**config.mk**
```make
export PLATFORM = sky130hd
export DESIGN_NAME = video_top
export DESIGN_NICKNAME = d
export VERILOG_FILES = /design/src/rtl/video_pkg.sv /design/src/rtl/pong_pkg.sv /design/src/rtl/vga_timing.sv /design/src/rtl/ball_motion.sv /design/src/rtl/paddle_motion.sv /design/src/rtl/round_puck.sv /design/src/rtl/pong_game.sv /design/src/rtl/video_top.sv
export SDC_FILE = /design/constraint.sdc
export NUM_CORES = 1
export LEC_CHECK = 0
export BUFFER_PORTS_ARGS = -buffer_cell sky130_fd_sc_hd__buf_2
export CORE_MARGIN = 2
export CORE_UTILIZATION = 48
export CTS_CLUSTER_DIAMETER = 100
export DETAILED_ROUTE_END_ITERATION = 10
export PLACE_DENSITY = 0.66
export RECOVER_POWER = 25
export SYNTH_ARGS = -nofsm -noshare
export SYNTH_HDL_FRONTEND = slang
export SYNTH_HIERARCHICAL = 1
export SYNTH_SLANG_ARGS = --single-unit
```
**constraint.sdc**
```tcl
create_clock -name pixel_clk -period 9 [get_ports pixel_clk]
set_input_delay 2.7 -clock pixel_clk [delete_from_list [all_inputs] [get_ports pixel_clk]]
set_output_delay 2.7 -clock pixel_clk [all_outputs]
set_load 0.03 [all_outputs]
```
**src/rtl/video_pkg.sv**
```systemverilog
package video_pkg;

	////////////////////////////////////////
	// colour and raster types
	////////////////////////////////////////

	// r=7:5, g=4:2, b=1:0
	typedef logic [7:0] rgb_t;

	// one pixel's raster position and decode
	typedef struct packed {
		logic [10:0] hcount;
		logic [9:0]  vcount;
		// active low
		logic        hsync;
		// active low
		logic        vsync;
		// high inside the visible area
		logic        video_on;
	} raster_t;

	// pattern select opcodes
	typedef enum logic [1:0] {
		PATTERN_PONG     = 2'd0,
		PATTERN_BORDER   = 2'd1,
		PATTERN_BARS     = 2'd2,
		PATTERN_PONG_ALT = 2'd3
	} pattern_e;

	localparam rgb_t COLOR_WHITE = 8'b111_111_11;
	localparam rgb_t COLOR_BLACK = 8'b000_000_00;

endpackage

```
**src/rtl/pong_pkg.sv**
```systemverilog
package pong_pkg;

	////////////////////////////////////////
	// game object types
	////////////////////////////////////////

	// object coordinates, same widths as the raster counters
	typedef logic [10:0] pos_x_t;
	typedef logic [9:0]  pos_y_t;

	// one puck's state
	typedef struct packed {
		pos_x_t x;
		pos_y_t y;
		logic   moving_right;
		// up means y decreasing
		logic   moving_up;
	} ball_t;

	// pixels per frame
	typedef logic [4:0] speed_t;

	////////////////////////////////////////
	// object colours
	////////////////////////////////////////

	localparam video_pkg::rgb_t COLOR_BALL_A = 8'b111_000_11;
	localparam video_pkg::rgb_t COLOR_BALL_B = 8'b111_111_00;
	localparam video_pkg::rgb_t COLOR_PADDLE = 8'b000_111_00;

endpackage

```
**src/rtl/vga_timing.sv**
```systemverilog
`timescale 1ns/1ps

module vga_timing #(
	parameter int H_ACTIVE = 1024,
	parameter int H_FP     = 24,
	parameter int H_SYNC   = 136,
	parameter int H_BP     = 160,
	parameter int V_ACTIVE = 768,
	parameter int V_FP     = 3,
	parameter int V_SYNC   = 6,
	parameter int V_BP     = 29
) (
	input  logic                pixel_clk,
	input  logic                reset,
	output video_pkg::raster_t  raster
);

	localparam int H_TOTAL = H_ACTIVE + H_FP + H_SYNC + H_BP;
	localparam int V_TOTAL = V_ACTIVE + V_FP + V_SYNC + V_BP;
	localparam logic [10:0] H_LAST = 11'(H_TOTAL - 1);
	localparam logic [9:0]  V_LAST = 10'(V_TOTAL - 1);

	logic [10:0] hcount;
	logic [9:0]  vcount;

	// pixel counter, line counter steps at end of line
	always_ff @(posedge pixel_clk) begin
		if (reset) begin
			hcount <= '0;
			vcount <= '0;
		end else if (hcount == H_LAST) begin
			hcount <= '0;
			vcount <= (vcount == V_LAST) ? 10'd0 : vcount + 10'd1;
		end else begin
			hcount <= hcount + 11'd1;
		end
	end

	// same-cycle decode
	always_comb begin
		raster.hcount   = hcount;
		raster.vcount   = vcount;
		// sync pulses sit after the front porch, active low
		raster.hsync    = !((hcount >= H_ACTIVE + H_FP) && (hcount < H_ACTIVE + H_FP + H_SYNC));
		raster.vsync    = !((vcount >= V_ACTIVE + V_FP) && (vcount < V_ACTIVE + V_FP + V_SYNC));
		raster.video_on = (hcount < H_ACTIVE) && (vcount < V_ACTIVE);
	end

	// counter never runs past the line length
	hcount_in_range: assert property (@(posedge pixel_clk) disable iff (reset)
		hcount < H_TOTAL);

endmodule

```
**src/rtl/ball_motion.sv**
```systemverilog
`timescale 1ns/1ps

module ball_motion #(
	parameter int H_ACTIVE  = 1024,
	parameter int V_ACTIVE  = 768,
	parameter int BALL_SIZE = 64,
	parameter int START_X   = 256,
	parameter int START_Y   = 192
) (
	input  logic             pixel_clk,
	input  logic             reset,
	input  logic             frame_tick,
	input  pong_pkg::speed_t speed_x,
	input  pong_pkg::speed_t speed_y,
	output pong_pkg::ball_t  ball
);

	// top left corner limits
	localparam int X_MAX = H_ACTIVE - BALL_SIZE;
	localparam int Y_MAX = V_ACTIVE - BALL_SIZE;

	always_ff @(posedge pixel_clk) begin
		if (reset) begin
			ball.x            <= pong_pkg::pos_x_t'(START_X);
			ball.y            <= pong_pkg::pos_y_t'(START_Y);
			ball.moving_right <= 1'b0;
			ball.moving_up    <= 1'b1;
		end else if (frame_tick) begin
			////////////////////////////////////////
			// horizontal
			if (ball.moving_right) begin
				// past right edge, clamp and turn back
				if (ball.x + speed_x > X_MAX) begin
					ball.x            <= pong_pkg::pos_x_t'(X_MAX);
					ball.moving_right <= 1'b0;
				end else begin
					ball.x <= ball.x + pong_pkg::pos_x_t'(speed_x);
				end
			end else if (ball.x < speed_x) begin
				ball.x            <= '0;
				ball.moving_right <= 1'b1;
			end else begin
				ball.x <= ball.x - pong_pkg::pos_x_t'(speed_x);
			end
			////////////////////////////////////////
			// vertical, up is toward line 0
			if (ball.moving_up) begin
				if (ball.y < speed_y) begin
					ball.y         <= '0;
					ball.moving_up <= 1'b0;
				end else begin
					ball.y <= ball.y - pong_pkg::pos_y_t'(speed_y);
				end
			end else if (ball.y + speed_y > Y_MAX) begin
				ball.y         <= pong_pkg::pos_y_t'(Y_MAX);
				ball.moving_up <= 1'b1;
			end else begin
				ball.y <= ball.y + pong_pkg::pos_y_t'(speed_y);
			end
		end
	end

	// disk always fully on screen
	ball_in_bounds: assert property (@(posedge pixel_clk) disable iff (reset)
		(ball.x <= X_MAX) && (ball.y <= Y_MAX));

endmodule

```
**src/rtl/paddle_motion.sv**
```systemverilog
`timescale 1ns/1ps

module paddle_motion #(
	parameter int H_ACTIVE    = 1024,
	parameter int V_ACTIVE    = 768,
	parameter int PADDLE_SIZE = 20,
	parameter int PADDLE_STEP = 8
) (
	input  logic             pixel_clk,
	input  logic             reset,
	input  logic             frame_tick,
	input  logic             up,
	input  logic             down,
	input  logic             left,
	input  logic             right,
	output pong_pkg::pos_x_t paddle_x,
	output pong_pkg::pos_y_t paddle_y
);

	localparam int X_MAX = H_ACTIVE - PADDLE_SIZE;
	localparam int Y_MAX = V_ACTIVE - PADDLE_SIZE;

	always_ff @(posedge pixel_clk) begin
		if (reset) begin
			// start near the bottom right corner
			paddle_x <= pong_pkg::pos_x_t'(H_ACTIVE - 2 * PADDLE_SIZE);
			paddle_y <= pong_pkg::pos_y_t'(V_ACTIVE - 2 * PADDLE_SIZE);
		end else if (frame_tick) begin
			// up wins, a partial step is not taken
			if (up) begin
				if (paddle_y >= PADDLE_STEP)
					paddle_y <= paddle_y - pong_pkg::pos_y_t'(PADDLE_STEP);
			end else if (down) begin
				if (paddle_y + PADDLE_STEP <= Y_MAX)
					paddle_y <= paddle_y + pong_pkg::pos_y_t'(PADDLE_STEP);
			end
			// left wins
			if (left) begin
				if (paddle_x >= PADDLE_STEP)
					paddle_x <= paddle_x - pong_pkg::pos_x_t'(PADDLE_STEP);
			end else if (right) begin
				if (paddle_x + PADDLE_STEP <= X_MAX)
					paddle_x <= paddle_x + pong_pkg::pos_x_t'(PADDLE_STEP);
			end
		end
	end

endmodule

```
**src/rtl/round_puck.sv**
```systemverilog
`timescale 1ns/1ps

module round_puck #(
	parameter int              BALL_SIZE = 64,
	parameter video_pkg::rgb_t COLOR     = 8'b111_000_00
) (
	input  logic               pixel_clk,
	input  video_pkg::raster_t raster,
	input  pong_pkg::ball_t    ball,
	output video_pkg::rgb_t    pixel
);

	localparam int          RADIUS    = BALL_SIZE / 2;
	localparam logic [22:0] RADIUS_SQ = 23'(RADIUS * RADIUS);

	// disk centre, one bit of headroom
	logic [11:0] centre_x;
	logic [10:0] centre_y;
	logic [11:0] pix_x;
	logic [10:0] pix_y;
	// stage 1 distances
	logic [10:0] dist_x;
	logic [9:0]  dist_y;
	logic [22:0] dist_sq;

	always_comb begin
		centre_x = {1'b0, ball.x} + 12'(RADIUS);
		centre_y = {1'b0, ball.y} + 11'(RADIUS);
		pix_x    = {1'b0, raster.hcount};
		pix_y    = {1'b0, raster.vcount};
	end

	////////////////////////////////////////
	// stage 1, absolute distances
	always_ff @(posedge pixel_clk) begin
		dist_x <= (pix_x > centre_x) ? 11'(pix_x - centre_x) : 11'(centre_x - pix_x);
		dist_y <= (pix_y > centre_y) ? 10'(pix_y - centre_y) : 10'(centre_y - pix_y);
	end

	// squared distance, 22 bits each, sum in 23
	assign dist_sq = 23'(dist_x * dist_x) + 23'(dist_y * dist_y);

	////////////////////////////////////////
	// stage 2, inside test
	always_ff @(posedge pixel_clk) begin
		pixel <= (dist_sq <= RADIUS_SQ) ? COLOR : video_pkg::COLOR_BLACK;
	end

endmodule

```
**src/rtl/pong_game.sv**
```systemverilog
`timescale 1ns/1ps

module pong_game #(
	parameter int H_ACTIVE    = 1024,
	parameter int V_ACTIVE    = 768,
	parameter int BALL_SIZE   = 64,
	parameter int PADDLE_SIZE = 20,
	parameter int PADDLE_STEP = 8
) (
	input  logic               pixel_clk,
	input  logic               reset,
	input  logic               up,
	input  logic               down,
	input  logic               left,
	input  logic               right,
	input  logic [3:0]         pspeed,
	input  video_pkg::raster_t raster,
	output video_pkg::raster_t pong_raster,
	output video_pkg::rgb_t    pong_pixel
);

	logic             vsync_q;
	logic             frame_tick;
	pong_pkg::speed_t speed_x;
	pong_pkg::speed_t speed_y;
	pong_pkg::ball_t  ball_a;
	pong_pkg::ball_t  ball_b;
	video_pkg::rgb_t  puck_a_pixel;
	video_pkg::rgb_t  puck_b_pixel;
	pong_pkg::pos_x_t paddle_x;
	pong_pkg::pos_y_t paddle_y;
	logic [11:0]      paddle_x_end;
	logic [10:0]      paddle_y_end;
	logic             paddle_hit_q;
	video_pkg::rgb_t  paddle_pixel_q;
	video_pkg::raster_t raster_d1;

	////////////////////////////////////////
	// frame pulse on vsync falling edge
	always_ff @(posedge pixel_clk) begin
		if (reset)
			vsync_q <= 1'b1;
		else
			vsync_q <= raster.vsync;
	end
	assign frame_tick = vsync_q && !raster.vsync;

	// upper pair horizontal, lower pair vertical, doubled
	assign speed_x = pong_pkg::speed_t'({pspeed[3:2], 1'b0});
	assign speed_y = pong_pkg::speed_t'({pspeed[1:0], 1'b0});

	////////////////////////////////////////
	// objects
	ball_motion #(.H_ACTIVE(H_ACTIVE), .V_ACTIVE(V_ACTIVE), .BALL_SIZE(BALL_SIZE),
		.START_X(H_ACTIVE / 4), .START_Y(V_ACTIVE / 4)) ball_a_inst (
		.pixel_clk(pixel_clk), .reset(reset), .frame_tick(frame_tick),
		.speed_x(speed_x), .speed_y(speed_y), .ball(ball_a));

	ball_motion #(.H_ACTIVE(H_ACTIVE), .V_ACTIVE(V_ACTIVE), .BALL_SIZE(BALL_SIZE),
		.START_X(H_ACTIVE / 2), .START_Y(V_ACTIVE / 2)) ball_b_inst (
		.pixel_clk(pixel_clk), .reset(reset), .frame_tick(frame_tick),
		.speed_x(speed_x), .speed_y(speed_y), .ball(ball_b));

	round_puck #(.BALL_SIZE(BALL_SIZE), .COLOR(pong_pkg::COLOR_BALL_A)) puck_a_inst (
		.pixel_clk(pixel_clk), .raster(raster), .ball(ball_a), .pixel(puck_a_pixel));

	round_puck #(.BALL_SIZE(BALL_SIZE), .COLOR(pong_pkg::COLOR_BALL_B)) puck_b_inst (
		.pixel_clk(pixel_clk), .raster(raster), .ball(ball_b), .pixel(puck_b_pixel));

	paddle_motion #(.H_ACTIVE(H_ACTIVE), .V_ACTIVE(V_ACTIVE), .PADDLE_SIZE(PADDLE_SIZE),
		.PADDLE_STEP(PADDLE_STEP)) paddle_inst (
		.pixel_clk(pixel_clk), .reset(reset), .frame_tick(frame_tick), .up(up),
		.down(down), .left(left), .right(right), .paddle_x(paddle_x), .paddle_y(paddle_y));

	////////////////////////////////////////
	// paddle box, two stages to match the pucks
	assign paddle_x_end = {1'b0, paddle_x} + 12'(PADDLE_SIZE);
	assign paddle_y_end = {1'b0, paddle_y} + 11'(PADDLE_SIZE);

	always_ff @(posedge pixel_clk) begin
		paddle_hit_q   <= (raster.hcount >= paddle_x) && ({1'b0, raster.hcount} < paddle_x_end)
			&& (raster.vcount >= paddle_y) && ({1'b0, raster.vcount} < paddle_y_end);
		paddle_pixel_q <= paddle_hit_q ? pong_pkg::COLOR_PADDLE : video_pkg::COLOR_BLACK;
		// syncs and video_on ride along two cycles
		raster_d1      <= raster;
		pong_raster    <= raster_d1;
	end

	// objects may overlap, colours just merge
	assign pong_pixel = puck_a_pixel | puck_b_pixel | paddle_pixel_q;

endmodule

```
**src/rtl/video_top.sv**
```systemverilog
`timescale 1ns/1ps

module video_top #(
	parameter int H_ACTIVE    = 1024,
	parameter int H_FP        = 24,
	parameter int H_SYNC      = 136,
	parameter int H_BP        = 160,
	parameter int V_ACTIVE    = 768,
	parameter int V_FP        = 3,
	parameter int V_SYNC      = 6,
	parameter int V_BP        = 29,
	parameter int BALL_SIZE   = 64,
	parameter int PADDLE_SIZE = 20,
	parameter int PADDLE_STEP = 8
) (
	input  logic                pixel_clk,
	input  logic                reset,
	input  video_pkg::pattern_e pattern,
	input  logic [3:0]          pspeed,
	input  logic                up,
	input  logic                down,
	input  logic                left,
	input  logic                right,
	output logic                hsync,
	output logic                vsync,
	output video_pkg::rgb_t     rgb
);

	// top three bits of the active width pick one of eight bars
	localparam int BAR_MSB = $clog2(H_ACTIVE) - 1;

	video_pkg::raster_t raster;
	video_pkg::raster_t pong_raster;
	video_pkg::rgb_t    pong_pixel;
	video_pkg::raster_t src_raster;
	video_pkg::rgb_t    src_pixel;
	logic               border;
	logic [2:0]         bar;

	vga_timing #(.H_ACTIVE(H_ACTIVE), .H_FP(H_FP), .H_SYNC(H_SYNC), .H_BP(H_BP),
		.V_ACTIVE(V_ACTIVE), .V_FP(V_FP), .V_SYNC(V_SYNC), .V_BP(V_BP)) timing_inst (
		.pixel_clk(pixel_clk), .reset(reset), .raster(raster));

	pong_game #(.H_ACTIVE(H_ACTIVE), .V_ACTIVE(V_ACTIVE), .BALL_SIZE(BALL_SIZE),
		.PADDLE_SIZE(PADDLE_SIZE), .PADDLE_STEP(PADDLE_STEP)) pong_game_inst (
		.pixel_clk(pixel_clk), .reset(reset), .up(up), .down(down), .left(left),
		.right(right), .pspeed(pspeed), .raster(raster), .pong_raster(pong_raster),
		.pong_pixel(pong_pixel));

	////////////////////////////////////////
	// test pattern sources
	assign border = (raster.hcount == 0) || (raster.hcount == H_ACTIVE - 1)
		|| (raster.vcount == 0) || (raster.vcount == V_ACTIVE - 1);
	assign bar = raster.hcount[BAR_MSB -: 3];

	always_comb begin
		case (pattern)
			video_pkg::PATTERN_BORDER: begin
				src_raster = raster;
				src_pixel  = border ? video_pkg::COLOR_WHITE : video_pkg::COLOR_BLACK;
			end
			video_pkg::PATTERN_BARS: begin
				src_raster = raster;
				// expand 3/3/2
				src_pixel  = {{3{bar[2]}}, {3{bar[1]}}, {2{bar[0]}}};
			end
			// both pong codes
			default: begin
				src_raster = pong_raster;
				src_pixel  = pong_pixel;
			end
		endcase
	end

	// output register, black outside the visible area
	always_ff @(posedge pixel_clk) begin
		if (reset) begin
			hsync <= 1'b1;
			vsync <= 1'b1;
			rgb   <= video_pkg::COLOR_BLACK;
		end else begin
			hsync <= src_raster.hsync;
			vsync <= src_raster.vsync;
			rgb   <= src_raster.video_on ? src_pixel : video_pkg::COLOR_BLACK;
		end
	end

endmodule

```
# Yosys cells after proc, flatten, opt, wreduce, memory -nomap -nowiden
# Cells that the tools add are included.
dict set report totals {
  out_inout_bits 10
  in_bits 12
  regBits 172
}
dict set report op_classes {
  n_eq_ne 8
  addsub 36
  n_mul 4
  muxes 43
  bitwise 3
  n_reduce_logical 23
  order_cmp 28
}
# op n
set op_table {}
lappend op_table {{$mux 11} 12}
lappend op_table {{$mux 10} 13}
lappend op_table {{$gt 32x10->1 const B} 2}
lappend op_table {{$add 22x20->23} 2}
lappend op_table {{$le 23x11->1 const B} 2}
lappend op_table {{$mul 11x11->22} 2}
lappend op_table {{$sub 11x11->11} 4}
lappend op_table {{$mul 10x10->20} 2}
lappend op_table {{$sub 10x10->10} 4}
lappend op_table {{$add 11x3->12} 2}
lappend op_table {{$add 11x6->12 const B} 2}
lappend op_table {{$gt 11x12->1} 2}
lappend op_table {{$mux 8} 3}
lappend op_table {{$add 10x3->11} 2}
lappend op_table {{$add 10x6->11 const B} 2}
lappend op_table {{$add 11x3->11} 2}
lappend op_table {{$gt 10x11->1} 2}
lappend op_table {{$gt 11x10->1 const B} 2}
lappend op_table {{$lt 11x11->1 const B} 2}
lappend op_table {{$lt 11x3->1} 2}
lappend op_table {{$sub 11x3->11} 2}
lappend op_table {{$add 10x3->10} 2}
lappend op_table {{$eq 10x10->1 const B} 2}
lappend op_table {{$lt 10x10->1 const B} 2}
lappend op_table {{other kinds (41)} 71}

# Longest topological paths before layout
dict set report logic_depth {
  ltp_word 6
  ltp_mapped 26
  depth_no_buf 24
}

# Hierarchy
# The synthesis kept the hierarchy.
# mod cells_each area_per_inst_um2 instances
set modules_own_cells {}
lappend modules_own_cells {{round_puck at pong_game_inst.puck_a_inst} 998 8792.2 1}
lappend modules_own_cells {{round_puck at pong_game_inst.puck_b_inst} 993 8788.4 1}
lappend modules_own_cells {{ball_motion at pong_game_inst.ball_a_inst} 362 2791.4 1}
lappend modules_own_cells {{ball_motion at pong_game_inst.ball_b_inst} 364 2701.3 1}
lappend modules_own_cells {pong_game 206 2252.2 1}
lappend modules_own_cells {paddle_motion 188 1457.6 1}
lappend modules_own_cells {vga_timing 135 1183.6 1}
lappend modules_own_cells {video_top 61 510.5 1}

# Worst setup path before layout
# No wires, ideal clock.
dict set report synth_path {
  path_type {reg2reg}
  startpoint {register pong_game_inst.puck_a_inst.dist_x[8]}
  endpoint {register pong_game_inst.puck_a_inst.pixel[6]}
  path_slack_ps 2338
  path_stages_with_launch 24
  required_time_ps 8913
  arrival_ps 6575
  path_buffers 1
  cell_sequence {dfxtp_1 -> clkbuf_1 -> nand2_1 -> fa_1 -> inv_1 -> fa_1 -> inv_1 -> fa_1 -> inv_1 -> fa_1 -> inv_1 -> fa_1 -> fa_1 -> fa_1 -> inv_1 -> ha_1 -> a21o_1 -> a31oi_1 -> o21ai_1 -> a211oi_1 -> xor2_1 -> o211ai_1 -> or4_4 -> nor4b_2}
}
dict set report synth_between {
  elab_chain_cells 4
}
# item line_no
set synth_lines {}
lappend synth_lines {{start: declaration} round_puck.sv:22} ;# logic [10:0] dist_x;
lappend synth_lines {{start signal: assignment} round_puck.sv:36} ;# dist_x <= (pix_x > centre_x) ? 11'(pix_x - centre_x) : 11'(centre_x - pix_x);
lappend synth_lines {{$mul 11x11->22} round_puck.sv:41} ;# assign dist_sq = 23'(dist_x * dist_x) + 23'(dist_y * dist_y);
lappend synth_lines {{$add 22x20->23} round_puck.sv:41}
lappend synth_lines {{$le 23x11->1} round_puck.sv:46} ;# pixel <= (dist_sq <= RADIUS_SQ) ? COLOR : video_pkg::COLOR_BLACK;
lappend synth_lines {{$mux 8} round_puck.sv:46}
lappend synth_lines {{end signal: assignment} round_puck.sv:46}
lappend synth_lines {{end: declaration} round_puck.sv:10} ;# output video_pkg::rgb_t pixel
# No other way between the ends.
# A chain may end at the register's enable or synchronous reset.

# Worst setup path after layout
dict set report layout_path {
  startpoint {register pong_game_inst.puck_a_inst.dist_y[1]}
  endpoint {register pong_game_inst.puck_a_inst.pixel[6]}
}
dict set report layout_between {
  elab_chain_cells 4
}
# item line_no
set layout_lines {}
lappend layout_lines {{start: declaration} round_puck.sv:23} ;# logic [9:0] dist_y;
lappend layout_lines {{start signal: assignment} round_puck.sv:37} ;# dist_y <= (pix_y > centre_y) ? 10'(pix_y - centre_y) : 10'(centre_y - pix_y);
lappend layout_lines {{$mul 10x10->20} round_puck.sv:41}
lappend layout_lines {{$add 22x20->23} round_puck.sv:41}
lappend layout_lines {{$le 23x11->1} round_puck.sv:46}
lappend layout_lines {{$mux 8} round_puck.sv:46}
# No other way between the ends.

==> load_flow_metrics.sql <==
INSERT INTO impl_metrics (metric_group, metric, value, unit) VALUES
('synth', 'netlist_area', '0.0276', 'sq mm'),
('floorplanning', 'chipHeight', '244', 'um'),
('clocking', 'cts_buffer_depth', '2', ''),
('floorplanning', 'dieArea', '0.0595', 'sq mm'),
('run_status', 'result_of_the_run', 'finished, violations left', ''),
('place', 'portBuffers', '21', ''),
('setup_path', 'setup.worst_path.end_class', 'flop', ''),
('route', 'drc', '0', ''),
('synth', 'postSynthAreaPerCell', '8.46', 'sq um'),
('pwr', 'cellPowerDensity', '164', 'mW/mm^2'),
('clocking', 'holdBufCountCts', '0', ''),
('cells_and_area', 'final_net_count', '3885', ''),
('global_route', 'grt_start_max_net_pins', '69', ''),
('clocking', 'worst_setup_hold_path_clk_slew', '0.07', 'ns'),
('clocking', 'clock_tree_from_tritoncts', 'yes', ''),
('sta', 'max_slew.worst_pin.slew', '1.52', 'ns'),
('route', 'drt_pre_antenna_iters', '5', ''),
('setup_path', 'worst-endpoint-arrival', '7.34', 'ns'),
('cells_and_area', 'multi_input_comb_area', '0.0219', 'sq mm'),
('floorplanning', 'core-area', '0.0566', 'sq mm'),
('route', 'ant_nets_after_route', '0', ''),
('pwr', 'irDropWorstVdd', '0.312', 'mV'),
('floorplanning', 'initial_utilization', '48.8', '%'),
('route', 'route.vias.total', '21700', ''),
('cells_and_area', 'synthToLayoutAreaGrowth', '4.26', '%'),
('setup_path', 'worst-r2r-cell-count', '18', ''),
('sta', 'fmax', '143', 'MHz'),
('synth', 'synth_cells', '3265', ''),
('sta', 'timing.clock.skew', '0.0145', 'ns'),
('clocking', 'htree_num_levels', '4', ''),
('sta', 'slew-limit-headroom', '-2.09', '%'),
('clocking', 'worst_skew_pair.late_latency', '0.47', 'ns'),
('route', 'detail_route.iter0.violations', '1356', ''),
('clocking', 'post_cts_resize_count', '0', ''),
('sta', 'finalWorstPathRequiredPeriod', '7.00', 'ns'),
('min_path', 'min_from', 'pong_game_inst/raster_d1[0]', ''),
('sta', 'final-hold-violation-count', '0', ''),
('setup_path', 'regToRegStartpoint', 'pong_game_inst/puck_a_inst/dist_y[1]', ''),
('clocking', 'clk_sinks', '145', ''),
('floorplanning', 'standard_cell_rows', '87', ''),
('route', 'post_detailed_routing_wire_length', '63200', 'um'),
('floorplanning', 'ioPinCount', '22', ''),
('route', 'routed_via_density', '5.46', ''),
('global_route', 'global_route_wire_length_before_repair', '107000', 'um'),
('synth', 'ys_warn_count', '6', ''),
('pwr', 'power_total', '0.00471', 'W'),
('route', 'wl_per_cell', '15.9', 'um'),
('setup_path', 'kind_of_launch_point_of_the_worst_setup_path', 'flop', ''),
('setup_path', 'cp-startpoint', 'pong_game_inst/puck_a_inst/dist_y[1]', ''),
('cells_and_area', 'final_layout_size_suffix_gt1_share', '5.34', '%'),
('clocking', 'cts.root.buffer_cell', 'sky130_fd_sc_hd__clkbuf_16', ''),
('clocking', 'cts_buffer_count', '17', ''),
('sta', 'fin_worst_hold_slack', '0.315', 'ns'),
('global_route', 'grt_antenna_before_repair', '4', ''),
('setup_path', 'required', '9.34', 'ns'),
('cells_and_area', 'most_common_library_cell_in_the_layout_ignoring_fill_and_taps', 'sky130_fd_sc_hd__inv_1', ''),
('global_route', 'grt.overflow.total', '0', ''),
('pwr', 'power_leakage', '13.8', 'nW'),
('cells_and_area', 'most_frequent_cells_in_the_layout', 'sky130_fd_sc_hd__inv_1 (592), sky130_fd_sc_hd__ha_1 (359), sky130_fd_sc_hd__fa_1 (306), sky130_fd_sc_hd__nand2_1 (210), sky130_fd_sc_hd__dfxtp_1 (145)', ''),
('place', 'dpl.hpwl', '51600', 'um'),
('cells_and_area', 'fillers', '5472', ''),
('setup_path', 'path_class', 'reg2reg', ''),
('global_route', 'vias_in_the_first_global_route', '21400', ''),
('place', 'detailed_place.area', '0.0282', 'sq mm'),
('min_path', 'hold_path.class', 'reg2reg', ''),
('setup_path', 'timing.critical_path.fanout_max', '13', ''),
('global_route', 'gr-usage-all-layers', '21.8', '%'),
('cells_and_area', 'final-seq-area', '0.00290', 'sq mm'),
('min_path', 'worst_hold_stages', '0', ''),
('cells_and_area', 'postLayoutCellArea', '0.0288', 'sq mm'),
('sta', 'slew_violations', '9', ''),
('place', 'gp_congestion', '0.896', ''),
('sta', 'timing.final.setup_violations', '0', ''),
('floorplanning', 'die-width', '244', 'um'),
('clocking', 'cts_setup_buffers', '0', ''),
('sta', 'rsz_0062_raised_after_global_routing', 'false', ''),
('sta', 'setup-tns-final', '0', 'ns'),
('flow_run', 'max-cap-violations', '1', ''),
('run_status', 'violations', 'max-capacitance violations, max-slew violations', ''),
('sta', 'layout_worst_path_cycle_share', '77.8', '%');
[state kept, by name, summed over array words and instances, names as in the netlist, 3 cells and up]
signal / cells
pong_game_inst/ball_a_inst/ball: 23
pong_game_inst/ball_b_inst/ball: 23
pong_game_inst/paddle_inst/paddle_x: 8
pong_game_inst/paddle_inst/paddle_y: 7
pong_game_inst/pong_raster: 3
pong_game_inst/puck_a_inst/dist_x: 11
pong_game_inst/puck_a_inst/dist_y: 10
pong_game_inst/puck_b_inst/dist_x: 11
pong_game_inst/puck_b_inst/dist_y: 10
pong_game_inst/raster_d1: 3
rgb: 8
timing_inst/hcount: 11
timing_inst/vcount: 10
[worst max-delay path: stages, from the launching register on]
cell and delay (ns):
sky130_fd_sc_hd__dfxtp_1 0.55, sky130_fd_sc_hd__nand2_1 0.20, sky130_fd_sc_hd__fa_1 0.63, sky130_fd_sc_hd__fa_1 0.45, sky130_fd_sc_hd__fa_1 0.48, sky130_fd_sc_hd__fa_1 0.54, sky130_fd_sc_hd__fa_1 0.52, sky130_fd_sc_hd__fa_1 0.51
sky130_fd_sc_hd__fa_1 0.54, sky130_fd_sc_hd__inv_1 0.04, sky130_fd_sc_hd__ha_1 0.42, sky130_fd_sc_hd__a21o_1 0.28, sky130_fd_sc_hd__a41oi_2 0.18, sky130_fd_sc_hd__nand3_2 0.13, sky130_fd_sc_hd__a211oi_1 0.36, sky130_fd_sc_hd__a31oi_1 0.20
sky130_fd_sc_hd__mux2i_1 0.15, sky130_fd_sc_hd__a2111oi_0 0.57, sky130_fd_sc_hd__nor4b_2 0.10
[metrics by stage]
stage	util (%)	worst slack, ns	instances
after floorplan	-	2.34	3296
after global placement	49.8	2.08	3945
after detailed placement	49.8	1.99	3945
after CTS	50.9	1.98	3976
after global routing	50.9	1.63	3976
final	50.9	2.00	3977
[area by class of cell]
class	instances	share of cell area (%)
diodes	1	0.00868
clock buffers	23	1.73
clock inverters	8	0.517
inverters	597	7.78
multi-input cells	2414	76.0
flip-flops and latches	145	10.1
well taps	756	3.28
repair buffers	33	0.651
[final timing paths]
| check | endpoint | slack [ns] |
|---|---|---|
| hold / removal | pong_game_inst/pong_raster[0] | 0.32 |
| hold reg to reg | pong_game_inst/pong_raster[0] | 0.32 |
| setup reg to reg | pong_game_inst/puck_a_inst/pixel[6] | 2.00 |
| setup / recovery | pong_game_inst/puck_a_inst/pixel[6] | 2.00 |
[per-layer routing]
layer  vias to the layer above  GRT usage [%]  wire [um]
li1                      10800              -          -
met4                         4           5.72       1090
met5                         -              0         30
met2                       436           34.7      28200
met1                     10400           31.1      31300
met3                        61           2.94       2650
[power by group]
group / internal, W / switching, W / total, W
registers: 0.000661 / 0.0000472 / 0.000708
clock network: 0.000499 / 0.000309 / 0.000808
logic: 0.00136 / 0.00184 / 0.00320
total: 0.00252 / 0.00219 / 0.00471
(Power assumes the default switching activity.)
